==> src/link_pkg.sv <==
// Link controller definitions
// Channel count, channel index width and the control FSM state encoding

package link_pkg;

	// Sensor channels feeding the stream queues
	localparam int STREAM_COUNT = 8;
	localparam int STREAM_SEL_W = 3;

	// Control FSM states
	// Upper bits group the phase: command load, transmit, response read
	typedef enum logic [3:0] {
		IDLE          = 4'b0000,
		LOAD_CMD      = 4'b0010,
		REST_CMD      = 4'b0011,
		LOAD_TX       = 4'b0100,
		SEND_TX       = 4'b0101,
		REST_TX       = 4'b0110,
		WAIT_RESPONSE = 4'b1000,
		WAIT_REQUEST  = 4'b1101,
		READ_RESPONSE = 4'b1110,
		REST_RESPONSE = 4'b1111
	} link_state_t;

endpackage

==> src/uart_pkg.sv <==
// Serial framing definitions
// 8N1 frame layout, line terminator and the response word layout

package uart_pkg;

	// 8N1 frame: start, eight data bits LSB first, stop
	localparam int DATA_BITS = 8;
	localparam int FRAME_BITS = DATA_BITS + 2;

	// Line levels, idle line sits at the stop level
	localparam logic START_BIT = 1'b0;
	localparam logic STOP_BIT = 1'b1;

	// Radio response lines end with a newline
	localparam logic [7:0] LINE_END = 8'h0A;

	// One stored response word
	// First received byte is the command, second the operand
	typedef union packed {
		logic [15:0] raw;
		struct packed {
			logic [7:0] operand;
			logic [7:0] command;
		} fields;
	} response_word_t;

endpackage

==> src/bt_link_top.sv <==
// Bluetooth link controller top
// Ties the control FSM to the stream queues, UART transmitter and response receiver
`timescale 1ns/1ps

module bt_link_top #(
	parameter int CYCLES_PER_BIT = 8,
	parameter int GAP_CYCLES = 20,
	parameter int QUEUE_DEPTH = 4,
	parameter int RESPONSE_DEPTH = 8
) (
	input  logic clock,
	input  logic reset,
	input  logic sample_valid,
	input  logic [link_pkg::STREAM_SEL_W-1:0] sample_channel,
	input  logic [7:0] sample_byte,
	input  logic [7:0] command_byte,
	input  logic want_command,
	input  logic send_streams,
	input  logic user_data_loaded,
	input  logic user_knows_stored,
	input  logic user_data_done,
	input  logic read_request,
	input  logic user_received,
	input  logic finished_reading,
	input  logic rxd,
	output logic txd,
	output logic command_stored,
	output logic response_valid,
	output logic [7:0] response_command,
	output logic [7:0] response_operand
);
	import uart_pkg::*;

	// Datapath status
	logic any_stream;
	logic command_waiting;
	logic tx_done;
	logic response_ready;

	// Control strobes
	logic command_push;
	logic source_pop;
	logic tx_start;
	logic response_pop;

	logic [7:0] tx_byte;
	response_word_t response_word;

	link_control #(.GAP_CYCLES(GAP_CYCLES)) link_control_inst (.*);

	stream_queues #(.QUEUE_DEPTH(QUEUE_DEPTH)) stream_queues_inst (.*);

	uart_transmitter #(.CYCLES_PER_BIT(CYCLES_PER_BIT)) uart_transmitter_inst (.*);

	response_receiver #(
		.CYCLES_PER_BIT(CYCLES_PER_BIT),
		.RESPONSE_DEPTH(RESPONSE_DEPTH)
	) response_receiver_inst (.*);

	// Head response word split for the user
	assign response_command = response_word.fields.command;
	assign response_operand = response_word.fields.operand;

endmodule

==> src/link_control.sv <==
// Link control FSM
// Sequences command loading, byte transmission with an inter-byte gap
// and the response read handshake with the user
`timescale 1ns/1ps

module link_control #(
	parameter int GAP_CYCLES = 20
) (
	input  logic clock,
	input  logic reset,
	input  logic want_command,
	input  logic send_streams,
	input  logic user_data_loaded,
	input  logic user_knows_stored,
	input  logic user_data_done,
	input  logic read_request,
	input  logic user_received,
	input  logic finished_reading,
	input  logic any_stream,
	input  logic command_waiting,
	input  logic tx_done,
	input  logic response_ready,
	output logic command_push,
	output logic source_pop,
	output logic tx_start,
	output logic response_pop,
	output logic command_stored,
	output logic response_valid
);
	import link_pkg::*;

	localparam int GAP_W = $clog2(GAP_CYCLES + 1);

	link_state_t state;
	link_state_t next_state;
	logic [GAP_W-1:0] gap_count;
	logic gap_done;
	logic more_data;

	// Last cycle of the gap
	assign gap_done = (gap_count == GAP_W'(GAP_CYCLES - 1));

	// Remaining data depends on which source is active
	assign more_data = want_command ? command_waiting : any_stream;

	always_comb
	begin
		next_state = state;
		case (state)
			IDLE:
			begin
				if (want_command && user_data_loaded)
					next_state = LOAD_CMD;
				else if (!want_command && send_streams && any_stream)
					next_state = LOAD_TX;
			end
			LOAD_CMD:
				next_state = REST_CMD;
			REST_CMD:
			begin
				// Hold until the user has seen the store
				if (user_knows_stored)
					next_state = user_data_done ? LOAD_TX : IDLE;
			end
			LOAD_TX:
				next_state = SEND_TX;
			SEND_TX:
			begin
				if (tx_done)
					next_state = REST_TX;
			end
			REST_TX:
			begin
				if (gap_done)
				begin
					if (more_data)
						next_state = LOAD_TX;
					else if (want_command)
						next_state = WAIT_RESPONSE;
					else
						next_state = IDLE;
				end
			end
			WAIT_RESPONSE:
			begin
				if (response_ready)
					next_state = WAIT_REQUEST;
			end
			WAIT_REQUEST:
			begin
				if (read_request)
					next_state = READ_RESPONSE;
			end
			READ_RESPONSE:
				next_state = REST_RESPONSE;
			REST_RESPONSE:
			begin
				if (user_received)
					next_state = finished_reading ? IDLE : WAIT_REQUEST;
			end
			default:
				next_state = IDLE;
		endcase
	end

	always_ff @(posedge clock or posedge reset)
	begin
		if (reset)
			state <= IDLE;
		else
			state <= next_state;
	end

	// Gap timer runs only while resting after a frame
	always_ff @(posedge clock or posedge reset)
	begin
		if (reset)
			gap_count <= '0;
		else if (state == REST_TX)
			gap_count <= gap_count + 1'b1;
		else
			gap_count <= '0;
	end

	// Strobes and status levels decoded from the state
	assign command_push = (state == LOAD_CMD);
	assign source_pop = (state == LOAD_TX);
	assign tx_start = (state == LOAD_TX);
	assign response_pop = (state == READ_RESPONSE);
	assign command_stored = (state == REST_CMD);
	assign response_valid = (state == REST_RESPONSE);

	// Transmitter only finishes a frame while control waits for it
	assert property (@(posedge clock) disable iff (reset) tx_done |-> (state == SEND_TX))
		else $error("tx_done outside SEND_TX");

endmodule

==> src/response_receiver.sv <==
// Response receiver
// Deserializes the radio's UART line, pairs bytes into command/operand words
// and queues them, flagging a complete line once LINE_END is stored
`timescale 1ns/1ps

module response_receiver #(
	parameter int CYCLES_PER_BIT = 8,
	parameter int RESPONSE_DEPTH = 8
) (
	input  logic clock,
	input  logic reset,
	input  logic rxd,
	input  logic response_pop,
	output uart_pkg::response_word_t response_word,
	output logic response_ready
);
	import uart_pkg::*;

	localparam int HALF_BIT = CYCLES_PER_BIT / 2;
	localparam int TIMER_W = $clog2(CYCLES_PER_BIT + 1);
	localparam int INDEX_W = $clog2(FRAME_BITS);
	localparam int PTR_W = $clog2(RESPONSE_DEPTH);
	localparam int CNT_W = $clog2(RESPONSE_DEPTH + 1);

	logic [1:0] rx_sync;
	logic rx_line;
	logic rx_busy;
	logic [TIMER_W-1:0] bit_timer;
	logic [INDEX_W-1:0] bit_index;
	logic sample_now;
	logic [DATA_BITS-1:0] rx_shift;
	logic byte_valid;
	logic have_first;
	logic [7:0] first_byte;
	logic is_line_end;
	logic push_en;
	logic push_store;
	response_word_t push_word;
	logic [15:0] resp_mem [RESPONSE_DEPTH];
	logic [PTR_W-1:0] wr_ptr;
	logic [PTR_W-1:0] rd_ptr;
	logic [CNT_W-1:0] resp_count;
	logic line_seen;

	function automatic logic [PTR_W-1:0] next_ptr(input logic [PTR_W-1:0] ptr);
		if (ptr == PTR_W'(RESPONSE_DEPTH - 1))
			return '0;
		return ptr + 1'b1;
	endfunction

	// Two-flop synchronizer, line idles high
	always_ff @(posedge clock or posedge reset)
	begin
		if (reset)
			rx_sync <= 2'b11;
		else
			rx_sync <= {rx_sync[0], rxd};
	end
	assign rx_line = rx_sync[1];

	// Start bit checked at half a bit, the rest at whole bit steps
	assign sample_now = rx_busy && (bit_timer == ((bit_index == '0) ?
		TIMER_W'(HALF_BIT - 1) : TIMER_W'(CYCLES_PER_BIT - 1)));

	always_ff @(posedge clock or posedge reset)
	begin
		if (reset)
		begin
			rx_busy <= 1'b0;
			bit_timer <= '0;
			bit_index <= '0;
			byte_valid <= 1'b0;
		end
		else
		begin
			byte_valid <= 1'b0;
			if (!rx_busy)
			begin
				if (rx_line == START_BIT)
				begin
					rx_busy <= 1'b1;
					bit_timer <= '0;
					bit_index <= '0;
				end
			end
			else if (sample_now)
			begin
				bit_timer <= '0;
				bit_index <= bit_index + 1'b1;
				// Glitch on the line, not a real start bit
				if (bit_index == '0 && rx_line != START_BIT)
					rx_busy <= 1'b0;
				else if (bit_index == INDEX_W'(FRAME_BITS - 1))
				begin
					rx_busy <= 1'b0;
					byte_valid <= (rx_line == STOP_BIT);
				end
			end
			else
				bit_timer <= bit_timer + 1'b1;
		end
	end

	// Data bits arrive LSB first
	always_ff @(posedge clock)
	begin
		if (sample_now && bit_index != '0 && bit_index <= INDEX_W'(DATA_BITS))
			rx_shift <= {rx_line, rx_shift[DATA_BITS-1:1]};
	end

	// Pair up bytes, a lone LINE_END closes the pair early
	assign is_line_end = (rx_shift == LINE_END);
	assign push_en = byte_valid && (have_first || is_line_end);
	assign push_store = push_en && (resp_count != CNT_W'(RESPONSE_DEPTH));

	always_comb
	begin
		push_word.fields.command = have_first ? first_byte : rx_shift;
		push_word.fields.operand = have_first ? rx_shift : 8'h00;
	end

	always_ff @(posedge clock)
	begin
		if (byte_valid && !have_first)
			first_byte <= rx_shift;
		if (push_store)
			resp_mem[wr_ptr] <= push_word.raw;
	end

	always_ff @(posedge clock or posedge reset)
	begin
		if (reset)
		begin
			have_first <= 1'b0;
			wr_ptr <= '0;
			rd_ptr <= '0;
			resp_count <= '0;
			line_seen <= 1'b0;
		end
		else
		begin
			if (byte_valid)
				have_first <= !have_first && !is_line_end;
			if (push_store)
				wr_ptr <= next_ptr(wr_ptr);
			if (response_pop)
				rd_ptr <= next_ptr(rd_ptr);
			if (push_store && !response_pop)
				resp_count <= resp_count + 1'b1;
			else if (response_pop && !push_store)
				resp_count <= resp_count - 1'b1;
			// Line stays ready until the last word is read out
			if (push_store && is_line_end)
				line_seen <= 1'b1;
			else if (response_pop && !push_store && resp_count == CNT_W'(1))
				line_seen <= 1'b0;
		end
	end

	assign response_word = response_word_t'(resp_mem[rd_ptr]);
	assign response_ready = line_seen;

	// Reads only happen after a full line has been queued
	assert property (@(posedge clock) disable iff (reset) response_pop |-> resp_count != '0)
		else $error("response_pop on an empty response queue");

endmodule

==> src/stream_queues.sv <==
// Stream and command queues
// Eight channel FIFOs plus the command FIFO, with a rotating channel
// selector that feeds the head byte of the active source to the transmitter
`timescale 1ns/1ps

module stream_queues #(
	parameter int QUEUE_DEPTH = 4
) (
	input  logic clock,
	input  logic reset,
	input  logic sample_valid,
	input  logic [link_pkg::STREAM_SEL_W-1:0] sample_channel,
	input  logic [7:0] sample_byte,
	input  logic command_push,
	input  logic [7:0] command_byte,
	input  logic want_command,
	input  logic source_pop,
	output logic [7:0] tx_byte,
	output logic any_stream,
	output logic command_waiting
);
	import link_pkg::*;

	// Channels first, command queue in the last slot
	localparam int QUEUE_COUNT = STREAM_COUNT + 1;
	localparam int CMD_INDEX = STREAM_COUNT;
	localparam int SRC_W = $clog2(QUEUE_COUNT);
	localparam int PTR_W = $clog2(QUEUE_DEPTH);
	localparam int CNT_W = $clog2(QUEUE_DEPTH + 1);

	logic [7:0] head [QUEUE_COUNT];
	logic [QUEUE_COUNT-1:0] nonempty;
	logic [STREAM_SEL_W-1:0] stream_ptr;
	logic [STREAM_SEL_W-1:0] stream_pick;
	logic [STREAM_SEL_W-1:0] stream_cand;
	logic stream_found;
	logic [SRC_W-1:0] source_index;

	function automatic logic [PTR_W-1:0] next_ptr(input logic [PTR_W-1:0] ptr);
		if (ptr == PTR_W'(QUEUE_DEPTH - 1))
			return '0;
		return ptr + 1'b1;
	endfunction

	for (genvar i = 0; i < QUEUE_COUNT; i++)
	begin : gen_queue
		logic [7:0] mem [QUEUE_DEPTH];
		logic [PTR_W-1:0] wr_ptr;
		logic [PTR_W-1:0] rd_ptr;
		logic [CNT_W-1:0] count;
		logic full;
		logic push;
		logic pop;
		logic [7:0] push_byte;

		assign full = (count == CNT_W'(QUEUE_DEPTH));

		if (i == CMD_INDEX)
		begin : gen_cmd
			assign push = command_push && !full;
			assign push_byte = command_byte;
		end
		else
		begin : gen_chan
			// A sample for a full channel is lost
			assign push = sample_valid && !full
				&& (sample_channel == STREAM_SEL_W'(i));
			assign push_byte = sample_byte;
		end

		assign pop = source_pop && (source_index == SRC_W'(i));
		assign nonempty[i] = (count != '0);
		assign head[i] = mem[rd_ptr];

		always_ff @(posedge clock)
		begin
			if (push)
				mem[wr_ptr] <= push_byte;
		end

		always_ff @(posedge clock or posedge reset)
		begin
			if (reset)
			begin
				wr_ptr <= '0;
				rd_ptr <= '0;
				count <= '0;
			end
			else
			begin
				if (push)
					wr_ptr <= next_ptr(wr_ptr);
				if (pop)
					rd_ptr <= next_ptr(rd_ptr);
				if (push && !pop)
					count <= count + 1'b1;
				else if (pop && !push)
					count <= count - 1'b1;
			end
		end
	end

	// First non-empty channel at or after the rotating pointer
	always_comb
	begin
		stream_found = 1'b0;
		stream_pick = stream_ptr;
		stream_cand = stream_ptr;
		for (int k = 0; k < STREAM_COUNT; k++)
		begin
			stream_cand = stream_ptr + STREAM_SEL_W'(k);
			if (!stream_found && nonempty[stream_cand])
			begin
				stream_pick = stream_cand;
				stream_found = 1'b1;
			end
		end
	end

	// Next turn starts one past the channel just served
	always_ff @(posedge clock or posedge reset)
	begin
		if (reset)
			stream_ptr <= '0;
		else if (source_pop && !want_command)
			stream_ptr <= stream_pick + 1'b1;
	end

	assign source_index = want_command ? SRC_W'(CMD_INDEX) : SRC_W'(stream_pick);
	assign tx_byte = head[source_index];
	assign any_stream = |nonempty[STREAM_COUNT-1:0];
	assign command_waiting = nonempty[CMD_INDEX];

	// Control only pops after seeing data in the active source
	assert property (@(posedge clock) disable iff (reset) source_pop |-> nonempty[source_index])
		else $error("source_pop on an empty source");

endmodule

==> src/uart_transmitter.sv <==
// UART transmitter
// Sends one 8N1 frame per tx_start, each bit CYCLES_PER_BIT clocks long
`timescale 1ns/1ps

module uart_transmitter #(
	parameter int CYCLES_PER_BIT = 8
) (
	input  logic clock,
	input  logic reset,
	input  logic tx_start,
	input  logic [7:0] tx_byte,
	output logic txd,
	output logic tx_done
);
	import uart_pkg::*;

	localparam int TIMER_W = $clog2(CYCLES_PER_BIT + 1);
	localparam int INDEX_W = $clog2(FRAME_BITS);

	logic busy;
	logic [TIMER_W-1:0] bit_timer;
	logic [INDEX_W-1:0] bit_index;
	logic [FRAME_BITS-1:0] frame;
	logic bit_end;

	assign bit_end = (bit_timer == TIMER_W'(CYCLES_PER_BIT - 1));
	assign tx_done = busy && bit_end && (bit_index == INDEX_W'(FRAME_BITS - 1));

	// Idle line rests at the stop level
	assign txd = busy ? frame[0] : STOP_BIT;

	// Whole frame latched at start, bit 0 is on the line
	always_ff @(posedge clock)
	begin
		if (tx_start)
			frame <= {STOP_BIT, tx_byte, START_BIT};
		else if (busy && bit_end)
			frame <= {STOP_BIT, frame[FRAME_BITS-1:1]};
	end

	always_ff @(posedge clock or posedge reset)
	begin
		if (reset)
		begin
			busy <= 1'b0;
			bit_timer <= '0;
			bit_index <= '0;
		end
		else if (tx_start)
		begin
			busy <= 1'b1;
			bit_timer <= '0;
			bit_index <= '0;
		end
		else if (busy)
		begin
			if (bit_end)
			begin
				bit_timer <= '0;
				bit_index <= bit_index + 1'b1;
				if (tx_done)
					busy <= 1'b0;
			end
			else
				bit_timer <= bit_timer + 1'b1;
		end
	end

	// Control waits for tx_done before the next start
	assert property (@(posedge clock) disable iff (reset) tx_start |-> !busy)
		else $error("tx_start during a frame");

endmodule

==> config.mk <==
export PLATFORM = sky130hd
export DESIGN_NAME = bt_link_top
export DESIGN_NICKNAME = d
export VERILOG_FILES = /design/src/link_pkg.sv /design/src/uart_pkg.sv /design/src/bt_link_top.sv /design/src/link_control.sv /design/src/response_receiver.sv /design/src/stream_queues.sv /design/src/uart_transmitter.sv
export SDC_FILE = /design/constraint.sdc
export NUM_CORES = 1
export LEC_CHECK = 0
export BUFFER_PORTS_ARGS = -buffer_cell sky130_fd_sc_hd__buf_2
export CORE_UTILIZATION = 57
export CTS_CLUSTER_SIZE = 16
export DETAILED_ROUTE_END_ITERATION = 10
export GPL_ROUTABILITY_DRIVEN = 0
export PLACE_DENSITY = 0.76
export SYNTH_ARGS = -nofsm -noshare
export SYNTH_HDL_FRONTEND = slang
export SYNTH_HIERARCHICAL = 1
export SYNTH_SLANG_ARGS = --single-unit
==> constraint.sdc <==
create_clock -name clock -period 4.5 [get_ports clock]
set_clock_uncertainty 0.1 [all_clocks]
set_input_delay 0 -clock clock [delete_from_list [all_inputs] [get_ports clock]]
set_output_delay 0 -clock clock [all_outputs]
set_load 0.01 [all_outputs]
==> results of run 1 <==
==> final cells by class <==
type | instances | area (um^2)
Inverter | 55 | 210.2
Tap cell | 585 | 732.0
Sequential cell | 549 | 15940
Multi-Input combinational cell | 822 | 8438
Fill cell | 2858 | 14640
Timing Repair Buffer | 164 | 1249
Clock buffer | 71 | 1464
Clock inverter | 29 | 312.8
==> cell families (layout without fill, tap and decap cells) <==
kind of cell | count (synthesis) | after routing | share of synthesized area, %
flip-flops | 549 | 549 | 64.34
AND/OR/NAND/NOR | 315 | 315 | 7.021
multiplexers | 215 | 215 | 15.29
AO/OA/AOI/OAI | 161 | 161 | 4.713
buffers and inverters | 120 | 319 | 2.369
adder cells (fa/ha/maj) | 83 | 83 | 4.465
XOR/XNOR | 48 | 48 | 1.803
==> worst max path at each step <==
stage                                           startpoint  slack (ps)  depth (start not counted)                                       end
after floorplan           stream_queues_inst/stream_ptr[0]          10                         18  stream_queues_inst/gen_queue[1].count[1]
after global placement    stream_queues_inst/stream_ptr[0]         140                         16  stream_queues_inst/gen_queue[1].count[1]
after detailed placement  stream_queues_inst/stream_ptr[0]           9                         16  stream_queues_inst/gen_queue[0].count[1]
after CTS                 stream_queues_inst/stream_ptr[1]          -6                         16  stream_queues_inst/gen_queue[5].count[1]
after global routing      stream_queues_inst/stream_ptr[1]        -130                         18  stream_queues_inst/gen_queue[4].count[1]
final                     stream_queues_inst/stream_ptr[1]          50                         18  stream_queues_inst/gen_queue[4].count[1]
==> per-stage QoR <==
stage | utilization [%] | setup WS, ps | setup TNS, ps
3_5_place_dp | 60.32 | 9.419 | 0
2_1_floorplan | - | 9.904 | 0
5_1_grt | 65.95 | -127.5 | -1186
3_3_place_gp | 60.32 | 138.7 | 0
4_1_cts | 65.34 | -5.931 | -5.931
6_report | 65.95 | 50.49 | 0
==> state kept, by name (all words and copies together) (netlist names), 2 cells and up <==
register                             cells
link_control_inst/state                  4
stream_queues_inst/stream_ptr            3
response_receiver_inst/rx_shift          8
response_receiver_inst/rx_sync           2
response_receiver_inst/bit_index         4
stream_queues_inst/gen_queue.mem       288
response_receiver_inst/resp_mem        128
response_receiver_inst/first_byte        8
response_receiver_inst/wr_ptr            3
uart_transmitter_inst/bit_index          4
uart_transmitter_inst/frame              9
response_receiver_inst/bit_timer         4
stream_queues_inst/gen_queue.rd_ptr     18
response_receiver_inst/rd_ptr            3
stream_queues_inst/gen_queue.count      27
uart_transmitter_inst/bit_timer          4
link_control_inst/gap_count              5
stream_queues_inst/gen_queue.wr_ptr     18
response_receiver_inst/resp_count        4
==> power breakdown <==
group	switching, uW	internal [uW]	leakage [uW]
sequential	894	6070	0.00546
clock	1870	2590	0.000868
combinational	3310	3240	0.00391
==> cells in the final DEF, fill, tap and decap left out, types with 12 or more instances in the layout <==
cell type / netlist / layout
buf_2: 13 / 49
inv_1: 51 / 49
edfxtp_1: 440 / 440
mux4_1: 29 / 29
nor2_1: 78 / 78
mux2_2: 50 / 50
nand2_1: 75 / 75
a31oi_1: 12 / 12
xnor2_1: 19 / 19
mux2_1: 21 / 21
buf_4: 7 / 72
a21oi_1: 17 / 16
and2_1: 47 / 47
mux2i_1: 25 / 25
mux4_2: 83 / 83
o21ai_0: 43 / 43
ha_1: 74 / 69
clkbuf_16: 0 / 53
dlygate4sd3_1: 0 / 38
dfrtp_1: 106 / 104
xor2_1: 27 / 27
==> critical path: stages, from the launching register on <==
cell	delay, ps
dfrtp_1	400
inv_2	80
ha_4	210
buf_12	150
nor4_4	330
a2111oi_4	80
or4_4	560
nor4b_4	380
buf_4	190
a32oi_4	130
xnor2_4	310
a31oi_1	120
buf_4	180
nor2_2	110
inv_1	60
ha_2	180
inv_1	70
fa_2	420
mux2_2	270
==> repair_timing <==
action	CTS	global route
cloned	0	0
gates resized for setup	1	36
endpoints found under the hold margin	415	0
setup buffers	0	12
pin swaps	0	11
endpoints found under the setup margin	2	24
hold buffers	38	0
==> routing by layer <==
layer | track usage, % | vias up | share of wire [%]
met5 | 0 | - | 0
met4 | 7.896 | 0 | 2.9
met3 | 3.159 | 100 | 4.9
met2 | 40.12 | 413 | 52
met1 | 30.36 | 6886 | 40
li1 | - | 6124 | -
==> impl_metrics.yaml, run 1 <==
global_route:
  track_usage_pct: 23.18
  grt_remaining_overflow: 0
  grt_max_degree: 60
  antenna_found_initial: 0
  grt_pass1_wl_mm: 78.16
  grt_pass1_vias: 13790
timing:
  worstMarginPinSlew_ps: 1070
  finalMaxSlewViolations: 0
  rsz0062_at_grt: "yes"
  fin_crit_sh_pct: 98.88
  setup-violations-final: 0
  whs_ps: 39.85
  maxSlewHeadroom_pct: 28.61
  min_period_ps: 4450
  hold_viol: 0
  fmax_mhz: 224.7
routing:
  drc: 0
  drtPass1Iterations: 6
  routed_wl_mm: 49.88
  drtIter0Drc: 1112
  ant_nets: 0
  wire_per_inst_um: 21.92
  vias: 13520
  via_per_inst: 5.944
synth:
  syn_area_um2: 24770
  yosysTopAreaCell: "edfxtp_1"
  yosys-top-cells-area: "edfxtp_1 (53%), dfrtp_1 (11%), mux4_2 (7.5%), ha_1 (3.7%), mux4_1 (3.1%)"
  yosysSeqAreaShare_pct: 64.34
  synth_cell_type_count: 104
  yosys-top-cells-count: "edfxtp_1 (440), dfrtp_1 (106), mux4_2 (83)"
  synth_edf_count: 440
  synth.avg_cell_area_um2: 16.61
  synth_most_common_cell: "edfxtp_1"
  syn_nets: 1605
  ys.flop_type: "edfxtp_1"
  synth_top_cell_area_share_pct: 53.34
  ys_ff_latch: 549
  synthCells: 1491
  synthArstFlopShare_pct: 19.67
  yosys_warnings: 6
worst_setup_path:
  cp_data_arrival_time_ps: 4820
  rr_worst_depth: 18
  crit_required_ps: 4870
  worst_setup_path_end_kind: "flop"
  r2r-end: "stream_queues_inst/gen_queue[4].count[1]"
  r2r_start: "stream_queues_inst/stream_ptr[1]"
  startpoint_type: "flop"
  worstPathMaxFanout: 12
  critical_path_class: "flop to flop"
  rrSetupSlack_ps: 50
floorplanning:
  initial_core_util_pct: 57.63
  dieWidth_um: 210.5
  dieArea_um2: 44290
  pin_count: 50
  dieHeight_um: 210.5
  design.core.area_um2: 42980
  placementRows: 76
job:
  timing.max_cap.violations: 0
final_layout:
  area_growth_pct: 14.44
  nets: 1759
  fin_cells: 2275
  n_antenna_cell: 0
  drive_gt1_share_pct: 24.56
  finalInstanceArea_um2: 28350
hold_path:
  hold_path_startpoint: "command_byte[4]"
  min_to: "stream_queues_inst/gen_queue[8].mem[3][4]"
  hold_path.class: "input pin to flop"
  whs_path_depth: 2
cts:
  cts_sinks: 549
  clk_pin_slew_ps: 60
  clock_path_buffers: 3
  cts-root-buf: "clkbuf_16"
  cts_buffers: 53
  clock_latency_ps: 610
  h-tree-depth: 2
  cts_tree: "yes"
power:
  cellPowerDensity_nw_per_um2: 634.1
  power_uw: 17970
  ir_drop_uv: 435.4
  p_leak_uw: 0.01024
status:
  outcome: "complete, no violations"
place:
  dp.cells: 2125
  io_buffers: 49
  place_area_um2: 25930
  dp_hpwl_mm: 31.88
Power figures use the tool's default switching activity.
==> run 2: changes to the inputs <==
Settings changed: CORE_UTILIZATION 57 to 25, HOLD_SLACK_MARGIN set to 0.03, PLACE_DENSITY 0.76 to not set, SYNTH_HIERARCHICAL 1 to not set.
==> run 2 against run 1 <==
Net effect:
- cell area is 4.0% higher
- total power grew 3.3%
- worst hold slack better by 32 ps
- clock-buffer cell count rose by 1
- fmax up 2.5%
- sequential share of layout area is 2.1 points lower
- non-clock buffer count fell by 23
==> impl_metrics.yaml, run 2 <==
status:
  outcome: "complete, no violations"
timing:
  hold_viol: 0
  worstMarginPinSlew_ps: 1198
  fmax_mhz: 230.4
  fin_crit_sh_pct: 96.46
  min_period_ps: 4341
  maxSlewHeadroom_pct: 19.64
  finalMaxSlewViolations: 0
  setup-violations-final: 0
synth:
  synth_top_family_by_area: "multiplexers"
  syn_area_um2: 24870
  synth_compound_area_share_pct: 5.287
  syn_nets: 1660
  synth-xor-area-share_pct: 1.680
  synthArstFlopShare_pct: 19.67
  synth_edf_count: 440
  yosys-top-cells-count: "edfxtp_1 (440), mux4_2 (113), dfrtp_1 (106)"
  synth_most_common_cell: "edfxtp_1"
  synthMuxAreaShare_pct: 15.11
  synth_top_cell_area_share_pct: 53.12
  yosysSeqAreaShare_pct: 64.08
  synth_fa_ha_area_share_pct: 4.447
  ys_ff_latch: 549
  ys.flop_type: "edfxtp_1"
  synthSimpleGateAreaFrac_pct: 7.425
  synthCells: 1546
  synth_cell_type_count: 88
  yosys_warnings: 0
  synth.avg_cell_area_um2: 16.09
  yosysTopAreaCell: "edfxtp_1"
  yosys-top-cells-area: "edfxtp_1 (53%), dfrtp_1 (11%), mux4_2 (10%), ha_1 (3.7%), mux2_2 (2.1%)"
routing:
  routed_wl_mm: 56.34
  drc: 0
  via_per_inst: 4.654
  drtPass1Iterations: 5
  ant_nets: 0
  drtIter0Drc: 1067
  vias: 14020
  wire_per_inst_um: 18.70
global_route:
  grt_remaining_overflow: 0
  track_usage_pct: 11.03
  antenna_found_initial: 3
  grt_max_degree: 69
  grt_pass1_vias: 14380
  grt_pass1_wl_mm: 86.57
place:
  dp_hpwl_mm: 37.76
  place_area_um2: 27010
  io_buffers: 49
floorplanning:
  dieArea_um2: 100800
  pin_count: 50
  placementRows: 115
  dieWidth_um: 317.4
  initial_core_util_pct: 25.27
  design.core.area_um2: 98420
  dieHeight_um: 317.4
worst_setup_path:
  startpoint_type: "flop"
  worstPathMaxFanout: 5
  critical_path_class: "flop to flop"
  cp_data_arrival_time_ps: 4760
  worst_setup_path_end_kind: "flop"
  crit_required_ps: 4920
power:
  clkPwrFrac_pct: 26.9
  pwr-share-comb_pct: 35.5
  power.switching_uw: 6487
  power_frac_seq_pct: 37.6
  swShare_pct: 34.93
  ir_drop_uv: 446.8
  cellPowerDensity_nw_per_um2: 630.2
  p_leak_uw: 0.01033
  p_int_uw: 12090
cts:
  h-tree-depth: 2
  cts_sinks: 549
  cts-root-buf: "clkbuf_16"
  clock_latency_ps: 630
  clock_path_buffers: 3
  clk_pin_slew_ps: 60
  cts_tree: "yes"
  cts_buffers: 54
final_layout:
  area_growth_pct: 18.48
  mostFrequentLayoutCell: "edfxtp_1"
  post-route-util_pct: 29.94
  finalInstanceArea_um2: 29470
  reg_top3: "stream_queues_inst.gen_queue.mem (288), response_receiver_inst.resp_mem (128), stream_queues_inst.gen_queue.count (27)"
  final_cell_mix: "edfxtp_1 (440), mux4_2 (113), dfrtp_1 (104)"
  largest_reg_flops: 288
  top_register: "stream_queues_inst.gen_queue.mem"
  drive_gt1_share_pct: 24.12
  nets: 1793
hold_path:
  hold_path.class: "input pin to flop"
job:
  timing.max_cap.violations: 0
## run 2: final timing paths
| path | end | depth (start not counted) | startpoint | slack, ps |
|---|---|---|---|---|
| worst min register to register | response_receiver_inst.rx_sync[1] | 0 | response_receiver_inst.rx_sync[0] | 260 |
| worst max-delay path | stream_queues_inst.gen_queue[4].count[1] | 15 | stream_queues_inst.gen_queue[3].count[0] | 160 |
| max in group asynchronous | stream_queues_inst.stream_ptr[2] | 4 | reset | 2940 |
| min in group asynchronous | response_receiver_inst.bit_timer[0] | 3 | reset | 90 |
| worst min-delay path | stream_queues_inst.gen_queue[8].mem[2][4] | 2 | command_byte[4] | 70 |
| worst max register to register | stream_queues_inst.gen_queue[4].count[1] | 15 | stream_queues_inst.gen_queue[3].count[0] | 160 |
## run 2: final cells by class
cell class | count | area [um^2]
fillers | 9662 | 68950
flip-flops and latches | 549 | 15940
multi-input cells | 877 | 8661
well taps | 1287 | 1610
clock buffers | 72 | 1479
repair buffers | 141 | 1046
clock inverters | 30 | 515.5
inverters | 56 | 215.2
diodes | 1 | 2.502
## run 2: cells by family (layout without fill, tap and decap cells)
kind of cell / Yosys count / after routing
DFF: 549 / 549
and+or+nand+nor: 340 / 340
muxes: 225 / 225
AOI/OAI and AO/OA: 183 / 183
buffers and inverters: 120 / 299
adders and majority gates: 83 / 83
xor gates and xnor gates: 46 / 46
other: 0 / 1
## run 2: metrics by stage
step | hold slack, ps | worst slack [ps] | setup TNS [ps] | cells | power (uW)
2_1_floorplan | -95.52 | 4.612 | 0 | 1546 | 11460
3_3_place_gp | 10.39 | 117.2 | 0 | 2871 | 13180
3_5_place_dp | 7.739 | 66.44 | 0 | 2871 | 13410
4_1_cts | 37.13 | 47.50 | 0 | 3009 | 18550
5_1_grt | 67.69 | -5.142 | -5.142 | 3013 | 19530
6_report | 71.49 | 159.1 | 0 | 3013 | 18570
## run 2: worst max-delay path, stage by stage (launching register included)
cell and delay (ps):
dfrtp_1 410, buf_4 170, or3_1 500, mux4_2 510, nand2_1 160, o211ai_1 110
and4_1 230, a2111o_1 420, and2_1 220, o21ai_1 180, and2_4 210, inv_1 50
ha_1 210, inv_1 70, fa_1 400, mux2_2 270
## run 2: what timing repair did
item	4_1_cts	5_1_grt
endpoints found under the hold margin	375	0
hold buffers	36	0
buffers inserted	0	3
gates resized for setup	0	14
setup endpoints to repair	0	16
## run 2: per-layer routing
layer | vias up | global-route usage, % | share of wire (%)
li1 | 6289 | - | -
met3 | 78 | 1.936 | 5.1
met5 | - | 0 | 0.048
met1 | 7287 | 14.96 | 45
met2 | 365 | 18.34 | 48
met4 | 4 | 2.481 | 1.6
## run 2: power groups by stage
stage | clock (uW) | sequential (uW) | combinational (uW)
6_report | 5000 | 6980 | 6590
3_3_place_gp | 0 | 7030 | 6140
2_1_floorplan | 0 | 6540 | 4920
5_1_grt | 5310 | 7100 | 7120
3_5_place_dp | 0 | 7080 | 6320
4_1_cts | 5130 | 6980 | 6440
==> run 3: changes to the inputs <==
Clock period 4.5 ns to 4.9 ns, I/O delays scaled along.
==> run 3 against run 2 <==
Net effect:
- utilization fell by 0.46 points
- critical path depth rose by 2
- flip-flop and latch count did not move
- largest power group unchanged
- fmax fell by 7.3%
- setup slack improved by 56 ps
- cell area fell by 1.5%
==> impl_metrics.yaml, run 3 (same netlist as run 2, synthesis figures left out) <==
status:
  outcome: "complete, no violations"
place:
  dp.cells: 2851
  dp_hpwl_mm: 36.91
  io_buffers: 49
worst_setup_path:
  cp_data_arrival_time_ps: 5060
  rr_worst_depth: 17
  r2r-end: "stream_queues_inst.gen_queue[3].count[1]"
  rrSetupSlack_ps: 220
  crit_start: "stream_queues_inst.stream_ptr[1]"
  startpoint_type: "flop"
  worst_setup_path_end_kind: "flop"
  crit_required_ps: 5280
  r2r_start: "stream_queues_inst.stream_ptr[1]"
  critical_path_class: "flop to flop"
  worstPathMaxFanout: 10
global_route:
  antenna_found_initial: 3
  grt_max_degree: 64
  track_usage_pct: 10.78
  grt_pass1_wl_mm: 85.06
  met3_usage_pct: 1.981
  met1_usage_pct: 14.71
  grt_pass1_vias: 14160
  grt_remaining_overflow: 0
  grtUsageMet2_pct: 17.46
  grt_busiest_layer: "met2"
cts:
  clk_pin_slew_ps: 60
  cts_tree: "yes"
  clock_latency_ps: 630
  clock_path_buffers: 3
  h-tree-depth: 2
  cts_sinks: 549
  cts-root-buf: "clkbuf_16"
  cts_buffers: 52
final_layout:
  fin_cells: 2995
  top_register: "stream_queues_inst.gen_queue.mem"
  reg_top3: "stream_queues_inst.gen_queue.mem (288), response_receiver_inst.resp_mem (128), stream_queues_inst.gen_queue.count (27)"
  largest_reg_flops: 288
  mostFrequentLayoutCell: "edfxtp_1"
  nets: 1777
  num-fill-cells: 9734
  post-route-util_pct: 29.49
  area_growth_pct: 16.68
  drive_gt1_share_pct: 22.26
  final_cell_mix: "edfxtp_1 (440), mux4_2 (113), dfrtp_1 (104)"
power:
  cellPowerDensity_nw_per_um2: 562.6
  ir_drop_uv: 333.1
  power_uw: 16330
  p_leak_uw: 0.01013
job:
  timing.max_cap.violations: 0
routing:
  drtPass1Iterations: 6
  wire_per_inst_um: 18.29
  vias: 13930
  drc: 0
  via_per_inst: 4.652
  drtIter0Drc: 1179
  ant_nets: 0
  routed_wl_mm: 54.79
floorplanning:
  pin_count: 50
  placementRows: 115
  initial_core_util_pct: 25.27
  dieWidth_um: 317.4
  dieHeight_um: 317.4
  dieArea_um2: 100800
  design.core.area_um2: 98420
timing:
  min_period_ps: 4684
  worstMarginPinSlew_ps: 1165
  finalMaxSlewViolations: 0
  maxSlewHeadroom_pct: 22.25
  setup-violations-final: 0
  fin_crit_sh_pct: 95.60
  hold_viol: 0
  fmax_mhz: 213.5
  rsz0062_at_grt: "yes"
hold_path:
  hold_path.class: "input pin to flop"
  hold_path_startpoint: "command_byte[3]"
  whs_path_depth: 2
  min_to: "stream_queues_inst.gen_queue[8].mem[3][3]"
==> run 3: worst max-delay path: stages, from the launching register on <==
cell,delay [ps]
dfrtp_1,380
inv_1,90
ha_2,360
nor4_4,350
a21oi_1,140
mux4_2,580
nor4_4,300
buf_4,170
nor2b_1,140
o311ai_1,120
a21oi_2,290
o21ai_2,180
nor3_2,320
inv_1,80
ha_1,220
inv_1,70
fa_1,400
mux2_2,270
==> run 3: repair_timing <==
action                                  4_1_cts  5_1_grt
gates resized for setup                       0        8
endpoints found under the hold margin       354        0
endpoints found under the setup margin        0       15
hold buffers                                 42        0
buffers inserted                              0        3
==> run 3: area by class of cell <==
class | instances | area, um^2 | area share [%]
clock inverter | 32 | 366.6 | 1.263
inverter | 56 | 212.7 | 0.7329
antenna | 1 | 2.502 | 0.008623
tap | 1287 | 1610 | 5.549
timing repair buffer | 127 | 935.9 | 3.225
sequential | 549 | 15940 | 54.93
multi-input combinational | 877 | 8557 | 29.49
clock buffer | 66 | 1395 | 4.807
==> run 3: per-stage QoR <==
stage	hold WS [ps]	instance area (um^2)	TNS [ps]	setup WS [ps]
2_1_floorplan	-95.52	24880	0	27.09
3_3_place_gp	13.90	26780	0	238.4
3_5_place_dp	13.07	26780	0	75.58
4_1_cts	32.73	28960	0	65.07
5_1_grt	61.71	29020	-23.21	-23.21
6_report	63.35	29020	0	215.6
==> run 3: routing by layer <==
layer | vias up | share of wire (%)
met3 | 105 | 4.9
met4 | 4 | 2.7
met2 | 376 | 47
met5 | - | 0.051
met1 | 7188 | 45
li1 | 6259 | -
==> run 3: worst max path at each step <==
stage | to | slack, ps
after floorplan | stream_queues_inst.gen_queue[6].count[2] | 30
after global placement | stream_queues_inst.gen_queue[2].count[1] | 240
after detailed placement | stream_queues_inst.gen_queue[0].count[1] | 80
after CTS | stream_queues_inst.gen_queue[0].count[1] | 70
after global routing | stream_queues_inst.gen_queue[3].count[1] | -20
final | stream_queues_inst.gen_queue[3].count[1] | 220
==> run 3: power by group <==
group	internal [uW]	switching (uW)
clock	2400	1750
combinational	2620	3130
sequential	5550	873
total	10600	5760
